--- src/include/spi_reg_params.svh ---
// Width, device id and sck timing macros for the SPI register master.

`ifndef SPI_REG_PARAMS_SVH
`define SPI_REG_PARAMS_SVH

// Register address width on the SPI side and on the Wishbone side.
`define REG_ADDR_W 8

// Register word width.
`define REG_DATA_W 16

// One frame is header byte, address byte and data word.
`define FRAME_W 32

// Slave device id. The read flag follows it as bit 0 of the header byte.
`define DEV_ID 7'h32

// mclk cycles in half an sck period.
`define SCK_HALF 8

`endif

--- src/logic/spi_reg_pkg.sv ---
// Vector types and frame engine state encoding for the SPI register master.

`include "spi_reg_params.svh"

package spi_reg_pkg;

   // Register address as sent in the second frame byte.
   typedef logic [`REG_ADDR_W-1:0] reg_addr_t;

   // Register word, written or read in the data phase.
   typedef logic [`REG_DATA_W-1:0] reg_data_t;

   // Complete frame, MSB goes out first.
   typedef logic [`FRAME_W-1:0] frame_t;

   typedef logic [$clog2(`SCK_HALF)-1:0] half_cnt_t;   // Counts within half an sck period.

   typedef logic [$clog2(`FRAME_W+1)-1:0] bit_cnt_t;   // Reaches FRAME_W at the end.

   // Select low, then the sck pulses, then the hold time before select rises.
   typedef enum logic [1:0] {
      st_idle,
      st_lead,
      st_shift,
      st_trail
   } engine_state_t;

endpackage

--- src/logic/wb_cmd_decode.sv ---
// Wishbone cycle acceptance and frame word assembly for the SPI register master.

`timescale 1ns/10ps

`include "spi_reg_params.svh"

module wb_cmd_decode (
   input  logic                   mclk,
   input  logic                   reset,
   input  logic                   wb_cyc,
   input  logic                   wb_stb,
   input  logic                   wb_we,
   input  spi_reg_pkg::reg_addr_t wb_adr,
   input  spi_reg_pkg::reg_data_t wb_dat_w,
   input  logic                   wb_ack,
   output logic                   start,
   output spi_reg_pkg::frame_t    frame
);

   import spi_reg_pkg::*;

   logic      busy;
   logic      accept;
   logic      rd_flag;
   reg_data_t data_word;
   frame_t    next_frame;

   assign accept  = wb_cyc && wb_stb && !busy;
   assign rd_flag = ~wb_we;

   // A read shifts out zeros while the slave answers on miso.
   assign data_word  = wb_we ? wb_dat_w : reg_data_t'(0);
   assign next_frame = {`DEV_ID, rd_flag, wb_adr, data_word};

   // ~~~~~~~~~~~~~~~~~~~~~~~~~~~~~~~~~~~~~~~~~~~~~~~~~~
   // Cycle tracking
   // ~~~~~~~~~~~~~~~~~~~~~~~~~~~~~~~~~~~~~~~~~~~~~~~~~~

   always_ff @(posedge mclk or negedge reset)
   begin
      if (!reset)
      begin
         busy  <= 1'b0;
         start <= 1'b0;
      end
      else
      begin
         start <= 1'b0;
         if (accept)
         begin
            busy  <= 1'b1;
            start <= 1'b1;
         end
         else if (wb_ack)
         begin
            busy <= 1'b0;   // Host may open the next cycle from here on.
         end
      end
   end

   // The engine reads this for the whole frame.
   always_ff @(posedge mclk)
   begin
      if (accept)
         frame <= next_frame;
   end

   // The acknowledge may only close a cycle that was accepted here.
   a_ack_when_busy : assert property (
      @(posedge mclk) disable iff (!reset)
      wb_ack |-> busy
   );

endmodule

--- src/logic/spi_frame_engine.sv ---
// Mode 0 SPI frame engine driving select, clock and data for one 32-bit frame.

`timescale 1ns/10ps

`include "spi_reg_params.svh"

module spi_frame_engine (
   input  logic                mclk,
   input  logic                reset,
   input  logic                start,
   input  spi_reg_pkg::frame_t frame,
   output logic                ss_n,
   output logic                sck,
   output logic                mosi,
   output logic                sample,
   output logic                frame_done
);

   import spi_reg_pkg::*;

   engine_state_t state;
   half_cnt_t     half_cnt;
   bit_cnt_t      bit_cnt;
   frame_t        shift_reg;
   logic          half_end;
   logic          sck_fall;
   logic          last_bit;

   assign half_end = (half_cnt == half_cnt_t'(`SCK_HALF - 1));
   assign sck_fall = (state == st_shift) && half_end && sck;
   assign last_bit = (bit_cnt == bit_cnt_t'(`FRAME_W - 1));

   // ~~~~~~~~~~~~~~~~~~~~~~~~~~~~~~~~~~~~~~~~~~~~~~~~~~
   // Frame sequencing
   // ~~~~~~~~~~~~~~~~~~~~~~~~~~~~~~~~~~~~~~~~~~~~~~~~~~

   always_ff @(posedge mclk or negedge reset)
   begin
      if (!reset)
      begin
         state      <= st_idle;
         half_cnt   <= '0;
         bit_cnt    <= '0;
         ss_n       <= 1'b1;
         sck        <= 1'b0;
         mosi       <= 1'b1;
         sample     <= 1'b0;
         frame_done <= 1'b0;
      end
      else
      begin
         sample     <= 1'b0;
         frame_done <= 1'b0;
         half_cnt   <= half_end ? half_cnt_t'(0) : half_cnt + 1'b1;
         unique case (state)
            st_idle:
            begin
               half_cnt <= '0;
               if (start)
               begin
                  state   <= st_lead;
                  bit_cnt <= '0;
                  ss_n    <= 1'b0;
                  mosi    <= frame[`FRAME_W-1];   // First bit is set up with select.
               end
            end
            st_lead:
            begin
               if (half_end)
               begin
                  state  <= st_shift;
                  sck    <= 1'b1;
                  sample <= 1'b1;
               end
            end
            st_shift:
            begin
               if (half_end && !sck)
               begin
                  sck    <= 1'b1;
                  sample <= 1'b1;
               end
               else if (sck_fall)
               begin
                  sck     <= 1'b0;
                  bit_cnt <= bit_cnt + 1'b1;
                  if (last_bit)
                     state <= st_trail;   // Last data bit stays on mosi.
                  else
                     mosi <= shift_reg[`FRAME_W-2];
               end
            end
            st_trail:
            begin
               if (half_end)
               begin
                  state      <= st_idle;
                  ss_n       <= 1'b1;
                  mosi       <= 1'b1;
                  frame_done <= 1'b1;
               end
            end
            default:
               state <= st_idle;
         endcase
      end
   end

   // Bit 31 sits on mosi, so the register moves one step ahead of it.
   always_ff @(posedge mclk)
   begin
      if (state == st_idle && start)
         shift_reg <= frame;
      else if (sck_fall)
         shift_reg <= {shift_reg[`FRAME_W-2:0], 1'b0};
   end

   a_sck_idle_low : assert property (
      @(posedge mclk) disable iff (!reset)
      ss_n |-> !sck
   );

   // The slave samples on the rising edge and may look at mosi any time sck is high.
   a_mosi_stable_high : assert property (
      @(posedge mclk) disable iff (!reset)
      sck |-> $stable(mosi)
   );

endmodule

--- src/logic/read_capture.sv ---
// miso capture and Wishbone acknowledge generation for the SPI register master.

`timescale 1ns/10ps

`include "spi_reg_params.svh"

module read_capture (
   input  logic                   mclk,
   input  logic                   reset,
   input  logic                   miso,
   input  logic                   sample,
   input  logic                   frame_done,
   output logic                   wb_ack,
   output spi_reg_pkg::reg_data_t wb_dat_r
);

   import spi_reg_pkg::*;

   reg_data_t rx_shift;

   // Header and address bits fall out the top, the data phase remains.
   always_ff @(posedge mclk)
   begin
      if (sample)
         rx_shift <= {rx_shift[`REG_DATA_W-2:0], miso};
   end

   // Nothing shifts between the last sample and the acknowledge.
   assign wb_dat_r = rx_shift;

   always_ff @(posedge mclk or negedge reset)
   begin
      if (!reset)
      begin
         wb_ack <= 1'b0;
      end
      else
      begin
         wb_ack <= frame_done;   // One cycle after select rises.
      end
   end

   // The engine must never end two frames back to back.
   a_ack_single : assert property (
      @(posedge mclk) disable iff (!reset)
      wb_ack |=> !wb_ack
   );

endmodule

--- src/logic/spi_reg_master.sv ---
// SPI register access master with a Wishbone classic slave port.

`timescale 1ns/10ps

module spi_reg_master (
   input  logic                   mclk,
   input  logic                   reset,
   input  logic                   wb_cyc,
   input  logic                   wb_stb,
   input  logic                   wb_we,
   input  spi_reg_pkg::reg_addr_t wb_adr,
   input  spi_reg_pkg::reg_data_t wb_dat_w,
   output logic                   wb_ack,
   output spi_reg_pkg::reg_data_t wb_dat_r,
   output logic                   ss_n,
   output logic                   sck,
   output logic                   mosi,
   input  logic                   miso
);

   import spi_reg_pkg::*;

   logic   start;
   frame_t frame;
   logic   sample;
   logic   frame_done;

   wb_cmd_decode wb_cmd_decode_i (
      .mclk       (mclk),
      .reset      (reset),
      .wb_cyc     (wb_cyc),
      .wb_stb     (wb_stb),
      .wb_we      (wb_we),
      .wb_adr     (wb_adr),
      .wb_dat_w   (wb_dat_w),
      .wb_ack     (wb_ack),
      .start      (start),
      .frame      (frame)
   );

   spi_frame_engine spi_frame_engine_i (
      .mclk       (mclk),
      .reset      (reset),
      .start      (start),
      .frame      (frame),
      .ss_n       (ss_n),
      .sck        (sck),
      .mosi       (mosi),
      .sample     (sample),
      .frame_done (frame_done)
   );

   read_capture read_capture_i (
      .mclk       (mclk),
      .reset      (reset),
      .miso       (miso),
      .sample     (sample),
      .frame_done (frame_done),
      .wb_ack     (wb_ack),
      .wb_dat_r   (wb_dat_r)
   );

   // An acknowledge only answers a cycle that is still open.
   a_ack_in_cycle : assert property (
      @(posedge mclk) disable iff (!reset)
      wb_ack |-> (wb_cyc && wb_stb)
   );

endmodule

--- config.mk ---
export PLATFORM = sky130hd
export DESIGN_NAME = spi_reg_master
export DESIGN_NICKNAME = d
export VERILOG_FILES = /design/src/logic/spi_reg_pkg.sv /design/src/logic/wb_cmd_decode.sv /design/src/logic/spi_frame_engine.sv /design/src/logic/read_capture.sv /design/src/logic/spi_reg_master.sv
export VERILOG_INCLUDE_DIRS = /design/src /design/src/include
export SDC_FILE = /design/constraint.sdc
export NUM_CORES = 1
export LEC_CHECK = 0
export BUFFER_PORTS_ARGS = -buffer_cell sky130_fd_sc_hd__buf_2
export CAP_MARGIN = 30
export CORE_MARGIN = 3
export CORE_UTILIZATION = 53
export CTS_BUF_LIST = sky130_fd_sc_hd__clkbuf_4
export DETAILED_ROUTE_END_ITERATION = 8
export PLACE_DENSITY = 0.81
export SYNTH_ARGS = -nofsm -noshare
export SYNTH_HDL_FRONTEND = slang
export SYNTH_HIERARCHICAL = 1
export SYNTH_SLANG_ARGS = --single-unit
--- constraint.sdc ---
create_clock -name mclk -period 3.55 [get_ports mclk]
set_input_delay 0.355 -clock mclk [delete_from_list [all_inputs] [get_ports mclk]]
set_output_delay 0.355 -clock mclk [all_outputs]
set_load 0.1 [all_outputs]
# Word-level counts from Yosys, hierarchy flattened
# Index checks and enable logic that the tools add are counted.
[word_totals] register_bits=91 inputBits=30
[op_classes] n_addsub=2 n_eq_ne=13 muxes=32 bitwise_logic=1 reduce_logical=20
[ops] op="31-bit two-way mux" n=1
[ops] op="25-bit two-way mux" n=1
[ops] op="6-bit two-way mux" n=3
[ops] op="1-bit two-way mux" n=13
[ops] op="2-bit two-way mux" n=6
[ops] op="6-bit case mux with 2 select lines" n=1
[ops] op="6-bit AND reduction" n=2
[ops] op="2-bit nonzero test" n=5
[ops] op="2-bit by 1-bit != test with 1-bit output, second input constant" n=4
[ops] op="2-bit case mux with 4 select lines" n=1
[ops] op="6-bit by 1-bit adder with 6-bit output, second input constant" n=1
[ops] op="6-bit by 5-bit equality test with 1-bit output, second input constant" n=1
[ops] op="1-bit logical AND" n=6
[ops] op="3-bit two-way mux" n=2
[ops] op="2-bit != test, second input constant" n=3
[ops] op="1-bit case mux with 2 select lines" n=3
[ops] op="3-bit AND reduction" n=2
[ops] op="2-bit equality test, second input constant" n=2
[ops] op="4-bit AND reduction" n=1
[ops] op="3-bit by 1-bit adder with 3-bit output, second input constant" n=1
[ops] op="3-bit equality test, second input constant" n=1
[ops] op="3-bit by 2-bit != test with 1-bit output, second input constant" n=1
[ops] op="1-bit case mux with 3 select lines" n=1
[ops] op="3-bit nonzero test" n=1
[ops] op="other kinds (4)" n=5

# Logic depth before layout (Yosys ltp)
# Gate-level depths: netlist of run 1.
[logic_depth] word_depth=6 depth_mapped=7 depth_no_buf=6

# Cells and area by module
# Netlist of run 1, hierarchy kept.
[modules_own_cells] mod="spi_frame_engine" n_inst=1 cells_per_inst=160 area_each_um2=2212.1 seq_area_each_um2=1333.8
[modules_own_cells] mod="wb_cmd_decode" n_inst=1 cells_per_inst=57 area_each_um2=1008.5 seq_area_each_um2=800.8
[modules_own_cells] mod="read_capture" n_inst=1 cells_per_inst=17 area_each_um2=505.5 seq_area_each_um2=505.5

# Least setup slack after synthesis of run 1
# No wires, ideal clock.
[synth_path] kind="register to register" from="register spi_frame_engine_i.sck" to="register spi_frame_engine_i.shift_reg[0], enable pin" t_arrival_ns=3.531 required_ns=3.088 setup_slack_ns=-0.443 path_stages_with_launch=4 path_buffers=1 path_cell_list="dfrtp_1 > buf_2 > nand2_1 > o21ai_0"
[synth_between] elab_chain_cells=2
[synth_rtl] item="start, declared" line="spi_frame_engine.sv:13" rtl="output logic sck,"
[synth_rtl] item="start signal, assigned" line="spi_frame_engine.sv:45" rtl="sck <= 1'b0;"
[synth_rtl] item="start signal, assigned" line="spi_frame_engine.sv:72" rtl="sck <= 1'b1;"
[synth_rtl] item="start signal, assigned" line="spi_frame_engine.sv:80" rtl="sck <= 1'b1;"
[synth_rtl] item="1-bit logical AND" line="spi_frame_engine.sv:30" rtl="assign sck_fall = (state == st_shift) && half_end && sck;"
[synth_rtl] item="2-bit nonzero test (no source line)"
[synth_rtl] item="end signal, assigned" line="spi_frame_engine.sv:113" rtl="shift_reg <= frame;"
[synth_rtl] item="end signal, assigned" line="spi_frame_engine.sv:115" rtl="shift_reg <= {shift_reg[`FRAME_W-2:0], 1'b0};"
[synth_rtl] item="end, declared" line="spi_frame_engine.sv:24" rtl="frame_t shift_reg;"
# No other way between the ends.
# A chain may end at the register's enable or synchronous reset.

# Final worst setup path of run 1
[layout_path] from="register spi_frame_engine_i.state[0]" to="register spi_frame_engine_i.shift_reg[5], enable pin"
[layout_between] elab_chain_cells=4 elab_cells_between_ends=6
[layout_rtl] item="start, declared" line="spi_frame_engine.sv:21" rtl="engine_state_t state;"
[layout_rtl] item="start signal, assigned" line="spi_frame_engine.sv:41" rtl="state <= st_idle;"
[layout_rtl] item="start signal, assigned" line="spi_frame_engine.sv:61" rtl="state <= st_lead;"
[layout_rtl] item="start signal, assigned" line="spi_frame_engine.sv:71" rtl="state <= st_shift;"
[layout_rtl] item="2-bit equality test" line="spi_frame_engine.sv:30"
[layout_rtl] item="1-bit logical AND (2 in series)" line="spi_frame_engine.sv:30"
[layout_rtl] item="2-bit nonzero test (no source line) *"
# Every way passes the cells marked *; elsewhere a longest branch is shown, timed or not.

==> results of run 1 <==
## metal layers
layer	wire length, µm	global-route usage, %	vias up	part of all wire [%]
met5	0	0	-	0
met3	265	4.674	9	5.1
li1	-	-	948	-
met1	2419	18.59	916	47
met4	108	7.152	0	2.1
met2	2408	21.93	52	46
## kinds of logic after synthesis
logic type                 after synthesis  synth area share, %
other                                    2               0.2016
muxes                                   35                10.48
xor gates and xnor gates                 4               0.9401
adders and majority gates                8                2.686
DFF                                     91                70.85
AOI/OAI and AO/OA                       15                2.720
buffers and inverters                   23                3.627
and+or+nand+nor                         56                8.496
## synthesized netlist by cell type, drive strengths merged
master | n | area share (%)
buf | 15 | 2.8
nor2b | 4 | 0.87
a221o | 1 | 0.27
conb | 2 | 0.20
a211oi | 1 | 0.34
a21boi | 1 | 0.20
and2 | 18 | 3.4
mux2i | 3 | 0.81
or3 | 1 | 0.17
a211o | 1 | 0.24
inv | 8 | 0.81
o21ba | 1 | 0.27
ha | 8 | 2.7
nand3 | 3 | 0.40
xnor2 | 4 | 0.94
o21ai | 3 | 0.40
nor4 | 2 | 0.34
dfrtp | 17 | 11
edfxtp | 72 | 58
mux2 | 32 | 9.7
nor3 | 5 | 0.67
nor3b | 1 | 0.20
o211ai | 1 | 0.20
dfstp | 2 | 1.4
nand2 | 10 | 1.0
nand4 | 2 | 0.34
nor2 | 9 | 0.91
and3 | 1 | 0.17
a21oi | 6 | 0.81
## through the flow
step	hold slack, ps	worst slack (ps)	util, %
final	101.3	988.3	63.52
after global routing	48.62	754.5	63.52
after CTS	68.65	954.5	63.52
after detailed placement	315.3	967.6	61.36
after global placement	306.5	1062	61.36
after floorplan	59.41	395.0	-
## power by group through the flow
stage	clock, W	sequential [W]	combinational [W]
3_3_place_gp	0	0.00131	0.000509
5_1_grt	0.000605	0.00130	0.000584
2_1_floorplan	0	0.00141	0.000336
6_report	0.000530	0.00129	0.000531
4_1_cts	0.000554	0.00129	0.000537
3_5_place_dp	0	0.00131	0.000533
## worst paths after layout
path	from	endpoint	slack, ps	cells after the start
setup / recovery	spi_frame_engine_i/state[0]	spi_frame_engine_i/shift_reg[5]	990	5
hold / removal	wb_adr[0]	wb_cmd_decode_i/frame[16]	100	1
setup reg to reg	spi_frame_engine_i/state[0]	spi_frame_engine_i/shift_reg[5]	990	5
hold reg to reg	spi_frame_engine_i/frame_done	read_capture_i/wb_ack	360	0
max in group asynchronous	reset	spi_frame_engine_i/mosi	2820	2
min in group asynchronous	reset	read_capture_i/wb_ack	400	2
## placed cells by master (no fill, tap or decap), drive strengths merged
| cell | instances |
|---|---|
| clkinv | 5 |
| nand4 | 2 |
| o21ai | 3 |
| a21boi | 1 |
| inv | 8 |
| or3 | 1 |
| dfstp | 2 |
| o211ai | 1 |
| a211o | 1 |
| nor2b | 4 |
| xnor2 | 4 |
| bufinv | 1 |
| nor2 | 9 |
| clkbuf | 10 |
| and3 | 1 |
| and2 | 18 |
| nor4 | 2 |
| ha | 8 |
| dfrtp | 17 |
| o21ba | 1 |
| dlygate4sd3 | 1 |
| a211oi | 1 |
| nor3 | 5 |
| a21oi | 6 |
| nand2 | 10 |
| a221o | 1 |
| mux2 | 32 |
| nor3b | 1 |
| edfxtp | 72 |
| mux2i | 3 |
| buf | 52 |
| nand3 | 3 |
| conb | 7 |
## area by class of cell
| type | instances | area share, % |
|---|---|---|
| Clock buffer | 10 | 1.800 |
| Tap cell | 93 | 2.789 |
| Inverter | 8 | 0.7199 |
| Multi-Input combinational cell | 125 | 23.40 |
| Timing Repair Buffer | 53 | 6.659 |
| Sequential cell | 91 | 63.29 |
| Clock inverter | 6 | 1.350 |
## repair_timing
| item | 4_1_cts | 5_1_grt |
|---|---|---|
| endpoints found under the hold margin | 17 | 0 |
| hold buffers | 1 | 0 |
| setup buffers | 0 | 0 |
## worst max-delay path, cell delays in order (launching register included)
cell	delay (ps)
dfrtp_1	420
inv_1	130
ha_1	390
inv_1	180
o21ai_2	790
buf_4	350
==> flow_summary.ini, run 1 <==
[run_status]
status = complete, no violations

[power]
seqPwrFrac_pct = 54.9
internal_power_w = 0.001640
p_clk_share_pct = 22.5
ir_drop_uv = 304.2
switching_share_pct = 30.22
comb_power_share_pct = 22.6
power_density_nw_per_um2 = 563.3
leakage_nw = 1.619
power.switching_w = 0.0007100
power_w = 0.002350

[yosys]
ys_seq_area_share_pct = 70.85
synthesis.instances = 234
yosysWarnings = 6
synth.avg_cell_area_um2 = 15.92
synth_seq_cells = 91
syn_area_um2 = 3726
yosysUniqueCellTypes = 34

[finish]
largest_reg_flops = 31
syn2layout_area_growth_pct = 11.95
n_antenna_cell = 0
fillers = 483
fin_area_um2 = 4172
ff_latch_area_um2 = 2640
nNetsFinal = 326
multi_input_area_um2 = 975.9
final_cell_count_no_fill = 386
drive_above_1_share_pct = 39.59

[placement]
portBuffers = 49
dp_hpwl_um = 3511
placed_area_um2 = 4030
dp.cells = 369
gp_congestion = 0.7557

[global_route]
grt_pass1_vias = 1895
grtUsageTotal_pct = 14.36
grt_overflow = 0
grt_max_degree = 33
grt_pass1_wl_um = 9032
antenna_found_initial = 0

[setup_path]
required_ps = 3680
end_kind = register
critical_path_arrival_ps = 2690
critical_path_class = register to register
crit_fanout = 19
cp-start-kind = register

[sta]
period_minus_slack_ps = 2562
hold_violations = 0
drv_slew = 0
fmax_ghz = 0.3904
slew_headroom_pct = 36.73
finalCritPeriodShare_pct = 72.16
tns_ps = 0
worst_pin_slew_ps = 949.0
finClkSkew_ps = 5.695
rsz0062_at_grt = no
finalSetupViolCount = 0

[cts]
htreeDepth = 3
clock_path_buffers = 2
clk_latency_ps = 420
cts_tree = done
clkSlewWorstSetupHoldPaths_ps = 130
root_buffer = clkbuf_4
clkSinkCount = 91
cts_resized = 0
cts_buffers = 9

[floorplan]
dieArea_um2 = 8072
initial_core_util_pct = 56.73
io_pins = 50
design.core.area_um2 = 6568
die_h_um = 89.85
rows = 29
die_x_um = 89.85

[routing]
wl_per_cell_um = 13.48
ant_nets = 0
via_per_inst = 4.987
dr.pass1.iters = 4
drc = 0
dr.first_iter.drc_count = 85
routed-via-count = 1925
routed_wl_um = 5202

[hold_path]
min_path_type = input port to register

[run]
max_cap_violations = 0
No activity file was read; power rests on OpenSTA's default activity.
==> inputs of run 2 (changes only) <==
--- a/config.mk
+++ b/config.mk
@@ -9,7 +9,7 @@
 export BUFFER_PORTS_ARGS = -buffer_cell sky130_fd_sc_hd__buf_2
 export CAP_MARGIN = 30
 export CORE_MARGIN = 3
-export CORE_UTILIZATION = 53
+export CORE_UTILIZATION = 55
 export CTS_BUF_LIST = sky130_fd_sc_hd__clkbuf_4
 export DETAILED_ROUTE_END_ITERATION = 8
 export PLACE_DENSITY = 0.81
==> constraint.sdc (replaced) <==
create_clock -name mclk -period 2.6 [get_ports mclk]
set_input_delay 0.26 -clock mclk [delete_from_list [all_inputs] [get_ports mclk]]
set_output_delay 0.26 -clock mclk [all_outputs]
set_load 0.1 [all_outputs]
==> run 2 against run 1 <==
  * Non-clock buffer count grew 10
  * Core utilization up 2.2 points
  * Sequential share of layout area fell by 1.1 points
  * First-iteration DRC count is 53% higher
  * Hold slack better by 23 ps
  * Critical path depth up 1
  * Die area decreased by 3.4%
  * Maximum frequency increased by 20%
  * Combinational power rose by 40%
  * Critical path type unchanged
  * Critical endpoint is now spi_frame_engine_i/state[1]
==> flow_summary.ini, run 2 (same netlist as run 1, synthesis figures left out) <==
[finish]
final_cell_mix = 72 x edfxtp_1, 49 x buf_2, 31 x mux2_2
syn2layout_area_growth_pct = 13.87
largest_reg_flops = 31
n_antenna_cell = 0
mostFrequentLayoutCell = edfxtp_1
nNetsFinal = 336
drive_above_1_share_pct = 38.41

[cts]
htreeDepth = 3
cts_buffers = 9
clkSlewWorstSetupHoldPaths_ps = 120
cts_tree = done
root_buffer = clkbuf_4
clkSinkCount = 91
clk_latency_ps = 410
clock_path_buffers = 2
postCtsSetupBuffers = 0

[sta]
fmax_ghz = 0.4701
tns_ps = 0
hold_violations = 0
finClkSkew_ps = 7.728
slew_headroom_pct = 60.59
worst_pin_slew_ps = 591.1
fin_hold_ws_ps = 124.7
rsz0062_at_grt = no
period_minus_slack_ps = 2127
finalCritPeriodShare_pct = 81.81
finalSetupViolCount = 0
drv_slew = 0

[global_route]
grt_overflow = 0
grt_pass1_vias = 2004
grt_max_degree = 32
antenna_found_initial = 0
grtUsageTotal_pct = 16.10
grt_pass1_wl_um = 9190

[hold_path]
holdPathEnd = wb_cmd_decode_i/frame[6]
hold_depth = 2
min_path_type = input port to register
hold_start = wb_dat_w[6]

[run_status]
status = complete, no violations

[routing]
wl_per_cell_um = 14.96
dr.first_iter.drc_count = 130
ant_nets = 0
drc = 0
via_per_inst = 5.269
dr.pass1.iters = 4
routed_wl_um = 5669
routed-via-count = 1997

[floorplan]
rows = 29
initial_core_util_pct = 57.69
die_h_um = 88.31
design.core.area_um2 = 6459
dieArea_um2 = 7799
die_x_um = 88.31
io_pins = 50

[setup_path]
critical_path_class = register to register
crit_family = compound AO/OA/AOI/OAI gates
path_buf_inv = 1
rr_endpoint = spi_frame_engine_i/state[1]
regToRegStartpoint = spi_frame_engine_i/state[0]
cp.depth = 6
ff2ff_setup_slack_ps = 470
critical_path_arrival_ps = 2440
end_kind = register
max_stage_delay_ps = 460
crit_chain = inv_1, ha_1, a21boi_1, nor3_1, o211ai_1, mux2_2
crit_fanout = 11
required_ps = 2910
cp-start-kind = register
slowest_stage = a21boi_1
reg2reg_depth = 6

[power]
internal_power_w = 0.002253
ir_drop_uv = 513.0
leakage_nw = 1.657
switching_share_pct = 30.17
seqPwrFrac_pct = 54.6
comb_power_share_pct = 23.0
p_clk_share_pct = 22.4
power_w = 0.003227
power.switching_w = 0.0009734
power_density_nw_per_um2 = 760.5

[placement]
portBuffers = 49
dp_hpwl_um = 3603
gp_congestion = 0.8324

[run]
max_cap_violations = 0
-- run 2: what timing repair did --
| item | CTS | global route |
|---|---|---|
| endpoints found under the hold margin | 26 | 0 |
| gates resized for setup | 0 | 0 |
| hold buffers | 10 | 0 |
-- run 2: layer usage --
layer  global-route usage [%]  routed length (µm)  share of wire (%)  vias up
met5                        0                   0                  0        -
met4                    9.341                 138                2.4        0
met3                    3.445                 272                4.8       13
met2                    26.44                2782                 49       63
met1                    19.74                2475                 44      959
li1                         -                   -                  -      962
-- run 2: worst max-delay path by stage --
stage	startpoint	slack [ps]	to
2_1_floorplan	spi_frame_engine_i/sck	30	spi_frame_engine_i/shift_reg[0]
3_3_place_gp	spi_frame_engine_i/state[0]	630	spi_frame_engine_i/state[1]
3_5_place_dp	spi_frame_engine_i/state[0]	530	spi_frame_engine_i/state[1]
4_1_cts	spi_frame_engine_i/state[0]	510	spi_frame_engine_i/state[1]
5_1_grt	spi_frame_engine_i/state[0]	360	spi_frame_engine_i/state[1]
6_report	spi_frame_engine_i/state[0]	470	spi_frame_engine_i/state[1]
-- run 2: area by class of cell --
class                   count  area, µm²
fillers                   476       2216
flip-flops and latches     91       2640
well taps                  77      96.34
clock buffers              11      82.58
multi-input cells         125      975.9
clock inverters             4      42.54
inverters                   8      30.03
repair buffers             63      375.4
-- run 2: power groups by stage --
stage	registers, W	clock network [W]	logic (W)
after global placement	0.00179	0	0.000695
after CTS	0.00176	0.000750	0.000735
after detailed placement	0.00179	0	0.000721
after global routing	0.00177	0.000816	0.000816
final	0.00176	0.000723	0.000743
after floorplan	0.00192	0	0.000461
-- run 2: through the flow --
stage | utilization, % | setup WS [ps] | cell area (µm²) | instances
CTS | 65.69 | 506.9 | 4243 | 379
detailed placement | 62.20 | 525.2 | 4018 | 354
floorplan | - | 28.95 | 3749 | 239
global route | 65.69 | 359.4 | 4243 | 379
global placement | 62.20 | 632.1 | 4018 | 354
finish | 65.69 | 473.0 | 4243 | 379
